**config.mk**
```make
export PLATFORM = sky130hd
export DESIGN_NAME = egress_q_top
export DESIGN_NICKNAME = d
export VERILOG_FILES = /design/src/hw/egress_q_pkg.sv /design/src/hw/egress_q_intfs.sv /design/src/hw/egress_q_top.sv /design/src/hw/pkt_reader.sv /design/src/hw/desc_delay_fifo.sv /design/src/hw/pkt_writer.sv /design/src/hw/buffer_pool.sv
export SDC_FILE = /design/constraint.sdc
export NUM_CORES = 2
export LEC_CHECK = 0
export BUFFER_PORTS_ARGS = -buffer_cell sky130_fd_sc_hd__buf_2
export CAP_MARGIN = 10
export CORE_ASPECT_RATIO = 1.25
export CORE_MARGIN = 2
export CORE_UTILIZATION = 45
export CTS_CLUSTER_DIAMETER = 100
export DETAILED_ROUTE_END_ITERATION = 6
export MAX_ROUTING_LAYER = met4
export PLACE_DENSITY = 0.68
export SLEW_MARGIN = 20
export SYNTH_ARGS = -nofsm -noshare
export SYNTH_HDL_FRONTEND = slang
export SYNTH_MEMORY_MAX_BITS = 65536
export SYNTH_SLANG_ARGS = --single-unit
export TNS_END_PERCENT = 50
```
**constraint.sdc**
```tcl
create_clock -name clk -period 7.1 [get_ports clk]
set_clock_uncertainty 0.2 [all_clocks]
set_input_delay 1.42 -clock clk [delete_from_list [all_inputs] [get_ports clk]]
set_output_delay 1.42 -clock clk [all_outputs]
set_load 0.005 [all_outputs]
```
**src/hw/egress_q_pkg.sv**
```systemverilog
`default_nettype none

package egress_q_pkg;

    // --------------------
    // Stream and buffer sizes
    // --------------------
    localparam int DATA_WID = 32;
    localparam int PORT_WID = 2;

    localparam int NUM_BUFFERS = 8;
    localparam int BUF_PTR_WID = 3;

    // One buffer holds a whole packet
    localparam int BUFFER_WORDS = 16;
    localparam int WORD_IDX_WID = 4;
    localparam int LEN_WID      = 5;

    // --------------------
    // Descriptor path
    // --------------------
    // Delay keeps the descriptor behind the last buffer write
    localparam int DESC_DELAY = 2;
    // Never overflows since there are no more packets than buffers
    localparam int DESC_DEPTH = NUM_BUFFERS;

    // --------------------
    // FSM states
    // --------------------
    typedef enum logic {
        WR_IDLE,
        WR_DATA
    } wr_state_e;

    typedef enum logic [1:0] {
        RD_IDLE,
        RD_READ,
        RD_FREE
    } rd_state_e;

endpackage

`default_nettype wire
```
**src/hw/egress_q_intfs.sv**
```systemverilog
`timescale 1ns/100ps
`default_nettype none

// Packet word stream with valid/ready handshake
interface pkt_intf;
    logic                              valid;
    logic                              ready;
    logic [egress_q_pkg::DATA_WID-1:0] data;
    logic                              last;
    // Held constant for the whole packet
    logic [egress_q_pkg::PORT_WID-1:0] port;

    modport src (output valid, data, last, port, input ready);
    modport dst (input valid, data, last, port, output ready);
endinterface

// Packet descriptor with buffer pointer, length and port
interface desc_intf;
    logic                                 valid;
    logic [egress_q_pkg::BUF_PTR_WID-1:0] buf_ptr;
    logic [egress_q_pkg::LEN_WID-1:0]     len;
    logic [egress_q_pkg::PORT_WID-1:0]    port;

    modport src (output valid, buf_ptr, len, port);
    modport dst (input valid, buf_ptr, len, port);
endinterface

// Buffer allocation and word writes
interface buf_wr_intf;
    logic                                  alloc_req;
    logic [egress_q_pkg::BUF_PTR_WID-1:0]  alloc_ptr;
    logic                                  alloc_avail;
    logic                                  wr_en;
    logic [egress_q_pkg::BUF_PTR_WID-1:0]  wr_ptr;
    logic [egress_q_pkg::WORD_IDX_WID-1:0] wr_idx;
    logic [egress_q_pkg::DATA_WID-1:0]     wr_data;

    modport writer (
        output alloc_req, wr_en, wr_ptr, wr_idx, wr_data,
        input  alloc_ptr, alloc_avail
    );
    modport pool (
        input  alloc_req, wr_en, wr_ptr, wr_idx, wr_data,
        output alloc_ptr, alloc_avail
    );
endinterface

// Buffer word reads and buffer release
interface buf_rd_intf;
    logic                                  rd_en;
    logic [egress_q_pkg::BUF_PTR_WID-1:0]  rd_ptr;
    logic [egress_q_pkg::WORD_IDX_WID-1:0] rd_idx;
    // Valid one cycle after rd_en
    logic [egress_q_pkg::DATA_WID-1:0]     rd_data;
    logic                                  free_en;
    logic [egress_q_pkg::BUF_PTR_WID-1:0]  free_ptr;

    modport reader (output rd_en, rd_ptr, rd_idx, free_en, free_ptr, input rd_data);
    modport pool (input rd_en, rd_ptr, rd_idx, free_en, free_ptr, output rd_data);
endinterface

`default_nettype wire

```
**src/hw/egress_q_top.sv**
```systemverilog
`timescale 1ns/100ps
`default_nettype none

module egress_q_top (
    input  logic                              clk,
    input  logic                              i_rst_n,
    input  logic                              i_valid,
    output logic                              o_ready,
    input  logic [egress_q_pkg::DATA_WID-1:0] i_data,
    input  logic                              i_last,
    input  logic [egress_q_pkg::PORT_WID-1:0] i_port,
    output logic                              o_valid,
    input  logic                              i_ready,
    output logic [egress_q_pkg::DATA_WID-1:0] o_data,
    output logic                              o_last,
    output logic [egress_q_pkg::PORT_WID-1:0] o_port,
    input  logic                              i_bypass,
    output logic                              o_init_done
);
    pkt_intf    in_pkt ();
    pkt_intf    out_pkt ();
    desc_intf   wr_desc ();
    desc_intf   q_desc ();
    buf_wr_intf buf_wr ();
    buf_rd_intf buf_rd ();

    logic q_empty;
    logic q_pop;

    // --------------------
    // Bypass mux
    // --------------------
    // Queue sees no traffic while bypass is on
    assign in_pkt.valid  = i_valid && !i_bypass;
    assign in_pkt.data   = i_data;
    assign in_pkt.last   = i_last;
    assign in_pkt.port   = i_port;
    assign out_pkt.ready = i_ready && !i_bypass;

    assign o_ready = i_bypass ? i_ready : in_pkt.ready;
    assign o_valid = i_bypass ? i_valid : out_pkt.valid;
    assign o_data  = i_bypass ? i_data  : out_pkt.data;
    assign o_last  = i_bypass ? i_last  : out_pkt.last;
    assign o_port  = i_bypass ? i_port  : out_pkt.port;

    // --------------------
    // Queue stages
    // --------------------
    buffer_pool u_buffer_pool (
        .clk         (clk),
        .i_rst_n     (i_rst_n),
        .i_wr        (buf_wr),
        .i_rd        (buf_rd),
        .o_init_done (o_init_done)
    );

    pkt_writer u_pkt_writer (
        .clk         (clk),
        .i_rst_n     (i_rst_n),
        .i_pkt       (in_pkt),
        .o_buf       (buf_wr),
        .o_desc      (wr_desc),
        .i_init_done (o_init_done)
    );

    desc_delay_fifo u_desc_delay_fifo (
        .clk     (clk),
        .i_rst_n (i_rst_n),
        .i_desc  (wr_desc),
        .o_desc  (q_desc),
        .i_pop   (q_pop),
        .o_empty (q_empty)
    );

    pkt_reader u_pkt_reader (
        .clk     (clk),
        .i_rst_n (i_rst_n),
        .i_desc  (q_desc),
        .i_empty (q_empty),
        .o_pop   (q_pop),
        .o_buf   (buf_rd),
        .o_pkt   (out_pkt)
    );

endmodule

`default_nettype wire

```
**src/hw/pkt_reader.sv**
```systemverilog
`timescale 1ns/100ps
`default_nettype none

module pkt_reader (
    input  logic       clk,
    input  logic       i_rst_n,
    desc_intf.dst      i_desc,
    input  logic       i_empty,
    output logic       o_pop,
    buf_rd_intf.reader o_buf,
    pkt_intf.src       o_pkt
);
    egress_q_pkg::rd_state_e              state;
    logic [egress_q_pkg::BUF_PTR_WID-1:0] ptr_q;
    logic [egress_q_pkg::LEN_WID-1:0]     len_q;
    logic [egress_q_pkg::PORT_WID-1:0]    port_q;
    logic [egress_q_pkg::LEN_WID-1:0]     rd_cnt;
    logic [egress_q_pkg::LEN_WID-1:0]     out_cnt;
    logic                                 rd_pend;
    logic                                 out_fire;
    logic                                 room;
    logic [2:0]                           occ;

    // Skid buffer for read data already in flight
    logic [egress_q_pkg::DATA_WID-1:0] skid_data [2];
    logic                              skid_wr;
    logic                              skid_rd;
    logic [1:0]                        skid_cnt;

    assign o_pop    = (state == egress_q_pkg::RD_IDLE) && i_desc.valid && !i_empty;
    assign out_fire = o_pkt.valid && o_pkt.ready;

    // --------------------
    // Read issue
    // --------------------
    // A read issued now lands after the current output word may have left
    assign occ  = {1'b0, skid_cnt} + {2'b00, rd_pend};
    assign room = occ < (3'd2 + {2'b00, out_fire});

    assign o_buf.rd_en    = (state == egress_q_pkg::RD_READ) && (rd_cnt < len_q) && room;
    assign o_buf.rd_ptr   = ptr_q;
    assign o_buf.rd_idx   = rd_cnt[egress_q_pkg::WORD_IDX_WID-1:0];
    assign o_buf.free_en  = (state == egress_q_pkg::RD_FREE);
    assign o_buf.free_ptr = ptr_q;

    assign o_pkt.valid = (skid_cnt != 2'd0);
    assign o_pkt.data  = skid_data[skid_rd];
    assign o_pkt.last  = (out_cnt == len_q - 1'b1);
    assign o_pkt.port  = port_q;

    always_ff @(posedge clk or negedge i_rst_n) begin
        if (!i_rst_n) begin
            state    <= egress_q_pkg::RD_IDLE;
            rd_cnt   <= '0;
            out_cnt  <= '0;
            rd_pend  <= 1'b0;
            skid_wr  <= 1'b0;
            skid_rd  <= 1'b0;
            skid_cnt <= '0;
        end else begin
            rd_pend <= o_buf.rd_en;
            if (rd_pend) begin
                skid_wr <= ~skid_wr;
            end
            if (out_fire) begin
                skid_rd <= ~skid_rd;
            end
            case ({rd_pend, out_fire})
                2'b10:   skid_cnt <= skid_cnt + 1'b1;
                2'b01:   skid_cnt <= skid_cnt - 1'b1;
                default: skid_cnt <= skid_cnt;
            endcase

            case (state)
                egress_q_pkg::RD_IDLE: begin
                    if (o_pop) begin
                        state <= egress_q_pkg::RD_READ;
                    end
                end
                egress_q_pkg::RD_READ: begin
                    if (o_buf.rd_en) begin
                        rd_cnt <= rd_cnt + 1'b1;
                    end
                    if (out_fire) begin
                        out_cnt <= out_cnt + 1'b1;
                    end
                    if (out_fire && o_pkt.last) begin
                        state <= egress_q_pkg::RD_FREE;
                    end
                end
                default: begin
                    // Buffer goes back to the pool in this cycle
                    rd_cnt  <= '0;
                    out_cnt <= '0;
                    state   <= egress_q_pkg::RD_IDLE;
                end
            endcase
        end
    end

    always_ff @(posedge clk) begin
        if (o_pop) begin
            ptr_q  <= i_desc.buf_ptr;
            len_q  <= i_desc.len;
            port_q <= i_desc.port;
        end
        if (rd_pend) begin
            skid_data[skid_wr] <= o_buf.rd_data;
        end
    end

endmodule

`default_nettype wire

```
**src/hw/desc_delay_fifo.sv**
```systemverilog
`timescale 1ns/100ps
`default_nettype none

module desc_delay_fifo (
    input  logic  clk,
    input  logic  i_rst_n,
    desc_intf.dst i_desc,
    desc_intf.src o_desc,
    input  logic  i_pop,
    output logic  o_empty
);
    logic                                 dly_valid [egress_q_pkg::DESC_DELAY];
    logic [egress_q_pkg::BUF_PTR_WID-1:0] dly_ptr   [egress_q_pkg::DESC_DELAY];
    logic [egress_q_pkg::LEN_WID-1:0]     dly_len   [egress_q_pkg::DESC_DELAY];
    logic [egress_q_pkg::PORT_WID-1:0]    dly_port  [egress_q_pkg::DESC_DELAY];

    logic [egress_q_pkg::BUF_PTR_WID-1:0] fifo_ptr  [egress_q_pkg::DESC_DEPTH];
    logic [egress_q_pkg::LEN_WID-1:0]     fifo_len  [egress_q_pkg::DESC_DEPTH];
    logic [egress_q_pkg::PORT_WID-1:0]    fifo_port [egress_q_pkg::DESC_DEPTH];
    logic [egress_q_pkg::BUF_PTR_WID-1:0] wr_idx;
    logic [egress_q_pkg::BUF_PTR_WID-1:0] rd_idx;
    logic [egress_q_pkg::BUF_PTR_WID:0]   count;
    logic                                 push;

    // --------------------
    // Delay line
    // --------------------
    always_ff @(posedge clk or negedge i_rst_n) begin
        if (!i_rst_n) begin
            for (int s = 0; s < egress_q_pkg::DESC_DELAY; s++) begin
                dly_valid[s] <= 1'b0;
            end
        end else begin
            dly_valid[0] <= i_desc.valid;
            for (int s = 1; s < egress_q_pkg::DESC_DELAY; s++) begin
                dly_valid[s] <= dly_valid[s-1];
            end
        end
    end

    always_ff @(posedge clk) begin
        dly_ptr[0]  <= i_desc.buf_ptr;
        dly_len[0]  <= i_desc.len;
        dly_port[0] <= i_desc.port;
        for (int s = 1; s < egress_q_pkg::DESC_DELAY; s++) begin
            dly_ptr[s]  <= dly_ptr[s-1];
            dly_len[s]  <= dly_len[s-1];
            dly_port[s] <= dly_port[s-1];
        end
    end

    // --------------------
    // Descriptor FIFO
    // --------------------
    assign push    = dly_valid[egress_q_pkg::DESC_DELAY-1];
    assign o_empty = (count == '0);

    // Head is shown as long as the FIFO holds an entry
    assign o_desc.valid   = !o_empty;
    assign o_desc.buf_ptr = fifo_ptr[rd_idx];
    assign o_desc.len     = fifo_len[rd_idx];
    assign o_desc.port    = fifo_port[rd_idx];

    always_ff @(posedge clk or negedge i_rst_n) begin
        if (!i_rst_n) begin
            wr_idx <= '0;
            rd_idx <= '0;
            count  <= '0;
        end else begin
            if (push) begin
                wr_idx <= wr_idx + 1'b1;
            end
            if (i_pop) begin
                rd_idx <= rd_idx + 1'b1;
            end
            case ({push, i_pop})
                2'b10:   count <= count + 1'b1;
                2'b01:   count <= count - 1'b1;
                default: count <= count;
            endcase
        end
    end

    always_ff @(posedge clk) begin
        if (push) begin
            fifo_ptr[wr_idx]  <= dly_ptr[egress_q_pkg::DESC_DELAY-1];
            fifo_len[wr_idx]  <= dly_len[egress_q_pkg::DESC_DELAY-1];
            fifo_port[wr_idx] <= dly_port[egress_q_pkg::DESC_DELAY-1];
        end
    end

endmodule

`default_nettype wire

```
**src/hw/pkt_writer.sv**
```systemverilog
`timescale 1ns/100ps
`default_nettype none

module pkt_writer (
    input  logic       clk,
    input  logic       i_rst_n,
    pkt_intf.dst       i_pkt,
    buf_wr_intf.writer o_buf,
    desc_intf.src      o_desc,
    input  logic       i_init_done
);
    egress_q_pkg::wr_state_e              state;
    logic                                 accept;
    logic                                 first;
    logic [egress_q_pkg::LEN_WID-1:0]     cnt_q;
    logic [egress_q_pkg::BUF_PTR_WID-1:0] ptr_q;
    logic [egress_q_pkg::PORT_WID-1:0]    port_q;

    // A new packet needs a free buffer while mid-packet words always have room
    assign i_pkt.ready = i_init_done &&
                         ((state == egress_q_pkg::WR_DATA) || o_buf.alloc_avail);
    assign accept      = i_pkt.valid && i_pkt.ready;
    assign first       = (state == egress_q_pkg::WR_IDLE);

    // --------------------
    // Buffer writes
    // --------------------
    // The popped pointer is used directly for the first word
    assign o_buf.alloc_req = accept && first;
    assign o_buf.wr_en     = accept;
    assign o_buf.wr_ptr    = first ? o_buf.alloc_ptr : ptr_q;
    assign o_buf.wr_idx    = cnt_q[egress_q_pkg::WORD_IDX_WID-1:0];
    assign o_buf.wr_data   = i_pkt.data;

    always_ff @(posedge clk or negedge i_rst_n) begin
        if (!i_rst_n) begin
            state        <= egress_q_pkg::WR_IDLE;
            cnt_q        <= '0;
            o_desc.valid <= 1'b0;
        end else begin
            // Descriptor strobe lands one cycle after the last word
            o_desc.valid <= accept && i_pkt.last;
            if (accept) begin
                if (i_pkt.last) begin
                    state <= egress_q_pkg::WR_IDLE;
                    cnt_q <= '0;
                end else begin
                    state <= egress_q_pkg::WR_DATA;
                    cnt_q <= cnt_q + 1'b1;
                end
            end
        end
    end

    // --------------------
    // Descriptor build
    // --------------------
    always_ff @(posedge clk) begin
        if (o_buf.alloc_req) begin
            ptr_q  <= o_buf.alloc_ptr;
            port_q <= i_pkt.port;
        end
        if (accept && i_pkt.last) begin
            o_desc.buf_ptr <= o_buf.wr_ptr;
            o_desc.len     <= cnt_q + 1'b1;
            // Single-word packets take the port straight from the input
            o_desc.port    <= first ? i_pkt.port : port_q;
        end
    end

endmodule

`default_nettype wire

```
**src/hw/buffer_pool.sv**
```systemverilog
`timescale 1ns/100ps
`default_nettype none

module buffer_pool (
    input  logic     clk,
    input  logic     i_rst_n,
    buf_wr_intf.pool i_wr,
    buf_rd_intf.pool i_rd,
    output logic     o_init_done
);
    logic [egress_q_pkg::DATA_WID-1:0] mem [egress_q_pkg::NUM_BUFFERS*egress_q_pkg::BUFFER_WORDS];

    logic [egress_q_pkg::BUF_PTR_WID-1:0] free_list [egress_q_pkg::NUM_BUFFERS];
    logic [egress_q_pkg::BUF_PTR_WID-1:0] head;
    logic [egress_q_pkg::BUF_PTR_WID-1:0] tail;
    logic [egress_q_pkg::BUF_PTR_WID:0]   count;
    logic [egress_q_pkg::BUF_PTR_WID:0]   init_cnt;
    logic                                 filling;
    logic                                 push;
    logic                                 pop;
    logic [egress_q_pkg::BUF_PTR_WID-1:0] push_ptr;

    // --------------------
    // Free pointer list
    // --------------------
    // Initial fill pushes pointers 0 to NUM_BUFFERS-1, one per cycle
    assign filling  = !o_init_done &&
                      (init_cnt < (egress_q_pkg::BUF_PTR_WID+1)'(egress_q_pkg::NUM_BUFFERS));
    assign push     = filling || i_rd.free_en;
    assign push_ptr = filling ? init_cnt[egress_q_pkg::BUF_PTR_WID-1:0] : i_rd.free_ptr;
    assign pop      = i_wr.alloc_req;

    assign i_wr.alloc_avail = (count != '0);
    assign i_wr.alloc_ptr   = free_list[head];

    always_ff @(posedge clk or negedge i_rst_n) begin
        if (!i_rst_n) begin
            head        <= '0;
            tail        <= '0;
            count       <= '0;
            init_cnt    <= '0;
            o_init_done <= 1'b0;
        end else begin
            if (filling) begin
                init_cnt <= init_cnt + 1'b1;
            end
            if (init_cnt == (egress_q_pkg::BUF_PTR_WID+1)'(egress_q_pkg::NUM_BUFFERS)) begin
                o_init_done <= 1'b1;
            end
            // Pointers wrap naturally since the list depth is a power of two
            if (push) begin
                tail <= tail + 1'b1;
            end
            if (pop) begin
                head <= head + 1'b1;
            end
            case ({push, pop})
                2'b10:   count <= count + 1'b1;
                2'b01:   count <= count - 1'b1;
                default: count <= count;
            endcase
        end
    end

    always_ff @(posedge clk) begin
        if (push) begin
            free_list[tail] <= push_ptr;
        end
    end

    // --------------------
    // Packet RAM
    // --------------------
    always_ff @(posedge clk) begin
        if (i_wr.wr_en) begin
            mem[{i_wr.wr_ptr, i_wr.wr_idx}] <= i_wr.wr_data;
        end
        if (i_rd.rd_en) begin
            i_rd.rd_data <= mem[{i_rd.rd_ptr, i_rd.rd_idx}];
        end
    end

endmodule

`default_nettype wire

```
==> out/summary.txt <==
Status - finished, final reports clean
CTS resizes - 0
Root Driver - clkbuf_16
Filler cell count - 28614
Detailed placement HPWL - 276000 um
Dominant cells by area after synthesis - edfxtp_1 (77%), mux4_2 (14%), mux2i_1 (2.8%)
CTS H-tree lvls - 5
Die X-Extent - 551 um
Vias per cell - 6.28
Power per cell area - 373 nW/um^2
Tightest Hold Check Type - reg -> reg
Final worst-path setup slack - 1.78 ns
Die H - 688 um
Post-Place Cell Area - 177000 sq um
RSZ-0062 raised after global routing - no
Setup Fix Bufs, Post-CTS - 0
RePlAce Congestion - 0.943
CP startpoint - u_buffer_pool.head[0]
Final Instance Count excl. Fillers - 13113
Commonest non-fill, non-tap cells in the layout - edfxtp_1 (4321), mux4_2 (1013), mux2i_1 (471), clkbuf_16 (384), buf_4 (309)
Largest net degree at the start of global routing - 123
CTS Buf Count - 380
R2R cell count - 7
DP Worst Slack - 1.77 ns
Post-Route WL - 461000 um
Synth-to-Final Area Change - 12.2%
Antenna viol nets, final - 0
Netlist Area Pre-Place - 168000 sq um
WP data required - 7.52 ns
FF+latch count, synth - 4392
Library cells used by synthesis - 61
Drt pass-1 iters - 7
First-pass GRT wire length - 637000 um
F_max - 188 MHz
Pwr Total - 70.5 mW
Clk slew on worst S/H paths - 0.07 ns
Worst setup path endpoint - u_buffer_pool.mem[109][18]
CP arrival - 5.74 ns
Cell count after synthesis - 7499
Count of final hold-check violations - 0
Maximum vdd ir drop - 372 uV
I/O Pins - 78
Slew headroom - 15.0%
DP Cell Count - 12414
Initial Util - 45.1%
Yosys top cell area share - 77.0%
Synth Net Count - 7563
GRT Overall Usage - 24.8%
CP Max Fanout - 24
Clk_lat worst skew - 0.94 ns
Count of flip-flops with a built-in enable after synthesis - 4321
Final min period - 5.32 ns
Initial antenna violation count - 37
Tcrit/Tclk final - 74.9%
Vias in the first global route - 80761
Slew Limit Fails - 0
Port Buf Inserts - 77
Syn Area/Cell - 22.5 sq um
Register area share after synthesis - 78.0%
CTS tree - done
Layout cells sized above 1 - 26.2%
Rows - 251
Most common cell after layout, fill and taps aside - edfxtp_1
# hold bufs at CTS - 0
Final #Nets - 7934
Pleak - 59.1 nW
Via Count - 82372
Worst r2r dst - u_buffer_pool.mem[109][18]
DR WL/cell - 35.1 um
Total negative setup slack - 0 ns
Worst setup EP type - flip-flop
DR DRC count - 0
Internal reg-to-reg setup slack - 1.78 ns
Multi-input combinational cell area - 35700 sq um
Total congestion overflow - 0
Finish-stage setup viols - 0
Max Buffers Root-to-Sink - 4
RR Startpoint - u_buffer_pool.head[0]
Yosys top cell by area - edfxtp_1
Ys flop type - edfxtp_1
Register Area - 131000 sq um
Worst Tran Pin Value - 1.26 ns
Crit Path Class - reg -> reg
Syn. warnings - 0
Core area - 373000 sq um
Die Area - 379000 sq um
Clock Sinks - 4392
Post-route cell area - 189000 sq um
Max cap viols - 0
Critical Path Start Type - flip-flop
Iter 0 DRT Violations - 13042
Ys async rst share - 1.16%
==> per-stage QoR <==
stage	util [%]	hold WS [ns]
floorplan	-	0.110
global placement	47.3	0.116
detailed placement	47.4	0.115
CTS	50.6	0.126
global route	50.6	0.142
finish	50.6	0.125
==> kinds of logic (layout without fill, tap and decap cells) <==
logic type | after synthesis | count (layout) | synth area share [%]
DFF | 4392 | 4392 | 78.0
muxes | 1511 | 1511 | 16.5
AOI/OAI and AO/OA | 581 | 581 | 2.34
and+or+nand+nor | 516 | 516 | 1.29
buffers and inverters | 437 | 1099 | 1.43
xor gates and xnor gates | 38 | 38 | 0.198
adders and majority gates | 24 | 24 | 0.183
other | 0 | 19 | 0
==> how the worst min path moves through the flow <==
stage,from,to,slack (ns),cells past startpoint
after floorplan,u_desc_delay_fifo.dly_len[0][0],u_desc_delay_fifo.dly_len[0][5],0.11,0
after detailed placement,u_desc_delay_fifo.dly_len[0][4],u_desc_delay_fifo.dly_len[0][9],0.12,0
after CTS,u_desc_delay_fifo.dly_len[0][1],u_desc_delay_fifo.dly_len[0][6],0.13,0
after global routing,u_desc_delay_fifo.dly_port[0][1],u_desc_delay_fifo.dly_port[0][3],0.14,0
after global placement,u_desc_delay_fifo.dly_ptr[0][0],u_desc_delay_fifo.dly_ptr[0][3],0.12,0
final,u_desc_delay_fifo.dly_len[0][1],u_desc_delay_fifo.dly_len[0][6],0.13,0
==> critical path, cell delays in order (launching register included) <==
cell     delay (ns)
dfrtp_1        0.61
mux4_2         0.57
mux2_2         0.29
mux2_2         0.37
nor2b_1        0.87
nand2_1        0.74
nor2_4         0.99
buf_4          0.33
==> Yosys cell counts (34+ instances only) <==
| cell type | count |
|---|---|
| buf_4 | 45 |
| a221oi_1 | 84 |
| buf_6 | 53 |
| o21ai_0 | 124 |
| a21oi_1 | 111 |
| a22oi_1 | 62 |
| edfxtp_1 | 4321 |
| buf_1 | 50 |
| nor2_1 | 232 |
| dfrtp_1 | 51 |
| o221ai_1 | 42 |
| nand2_1 | 183 |
| mux2i_1 | 471 |
| a211oi_1 | 34 |
| buf_2 | 84 |
| clkbuf_1 | 170 |
| o22ai_1 | 35 |
| mux4_2 | 1013 |
==> routing by layer <==
metal / up-vias / share of wire [%] / track usage, %
li1: 32409 / - / -
met1: 43907 / 36 / 31.6
met2: 5255 / 48 / 38.7
met4: 0 / 5.1 / 11.3
met5: - / 0 / -
met3: 801 / 11 / 4.97
==> sequential cells by signal, indices dropped and copies added (netlist names), 4 cells and up <==
register                     flops
u_desc_delay_fifo.fifo_len      40
u_desc_delay_fifo.dly_len       10
u_pkt_reader.skid_data          64
u_pkt_reader.out_cnt             5
u_pkt_reader.rd_cnt              5
u_pkt_writer.o_desc.len          5
u_buffer_pool.free_list         24
u_buffer_pool.mem             4096
u_pkt_writer.cnt_q               5
u_desc_delay_fifo.dly_ptr        6
u_buffer_pool.count              4
u_desc_delay_fifo.fifo_port     16
u_desc_delay_fifo.fifo_ptr      24
u_desc_delay_fifo.count          4
u_pkt_reader.len_q               5
u_desc_delay_fifo.dly_port       4
u_buffer_pool.i_rd.rd_data      32
u_buffer_pool.init_cnt           4
==> report_power, final <==
group          switching (mW)  leakage (nW)  internal, mW
Sequential              0.777          39.7          29.1
Combinational            12.3          13.6          7.96
Clock                    9.26          5.81          11.1
Total                    22.3          59.1          48.2
==> final cells by class <==
cell class	count	share of cell area, %
clock inverter	217	1.06
timing repair buffer	400	1.86
tap	4933	3.27
clock buffer	456	5.24
antenna	19	0.0252
sequential	4392	69.6
multi-input combinational	2670	18.9
inverter	26	0.0543
No activity file was read; power rests on OpenSTA's default activity.
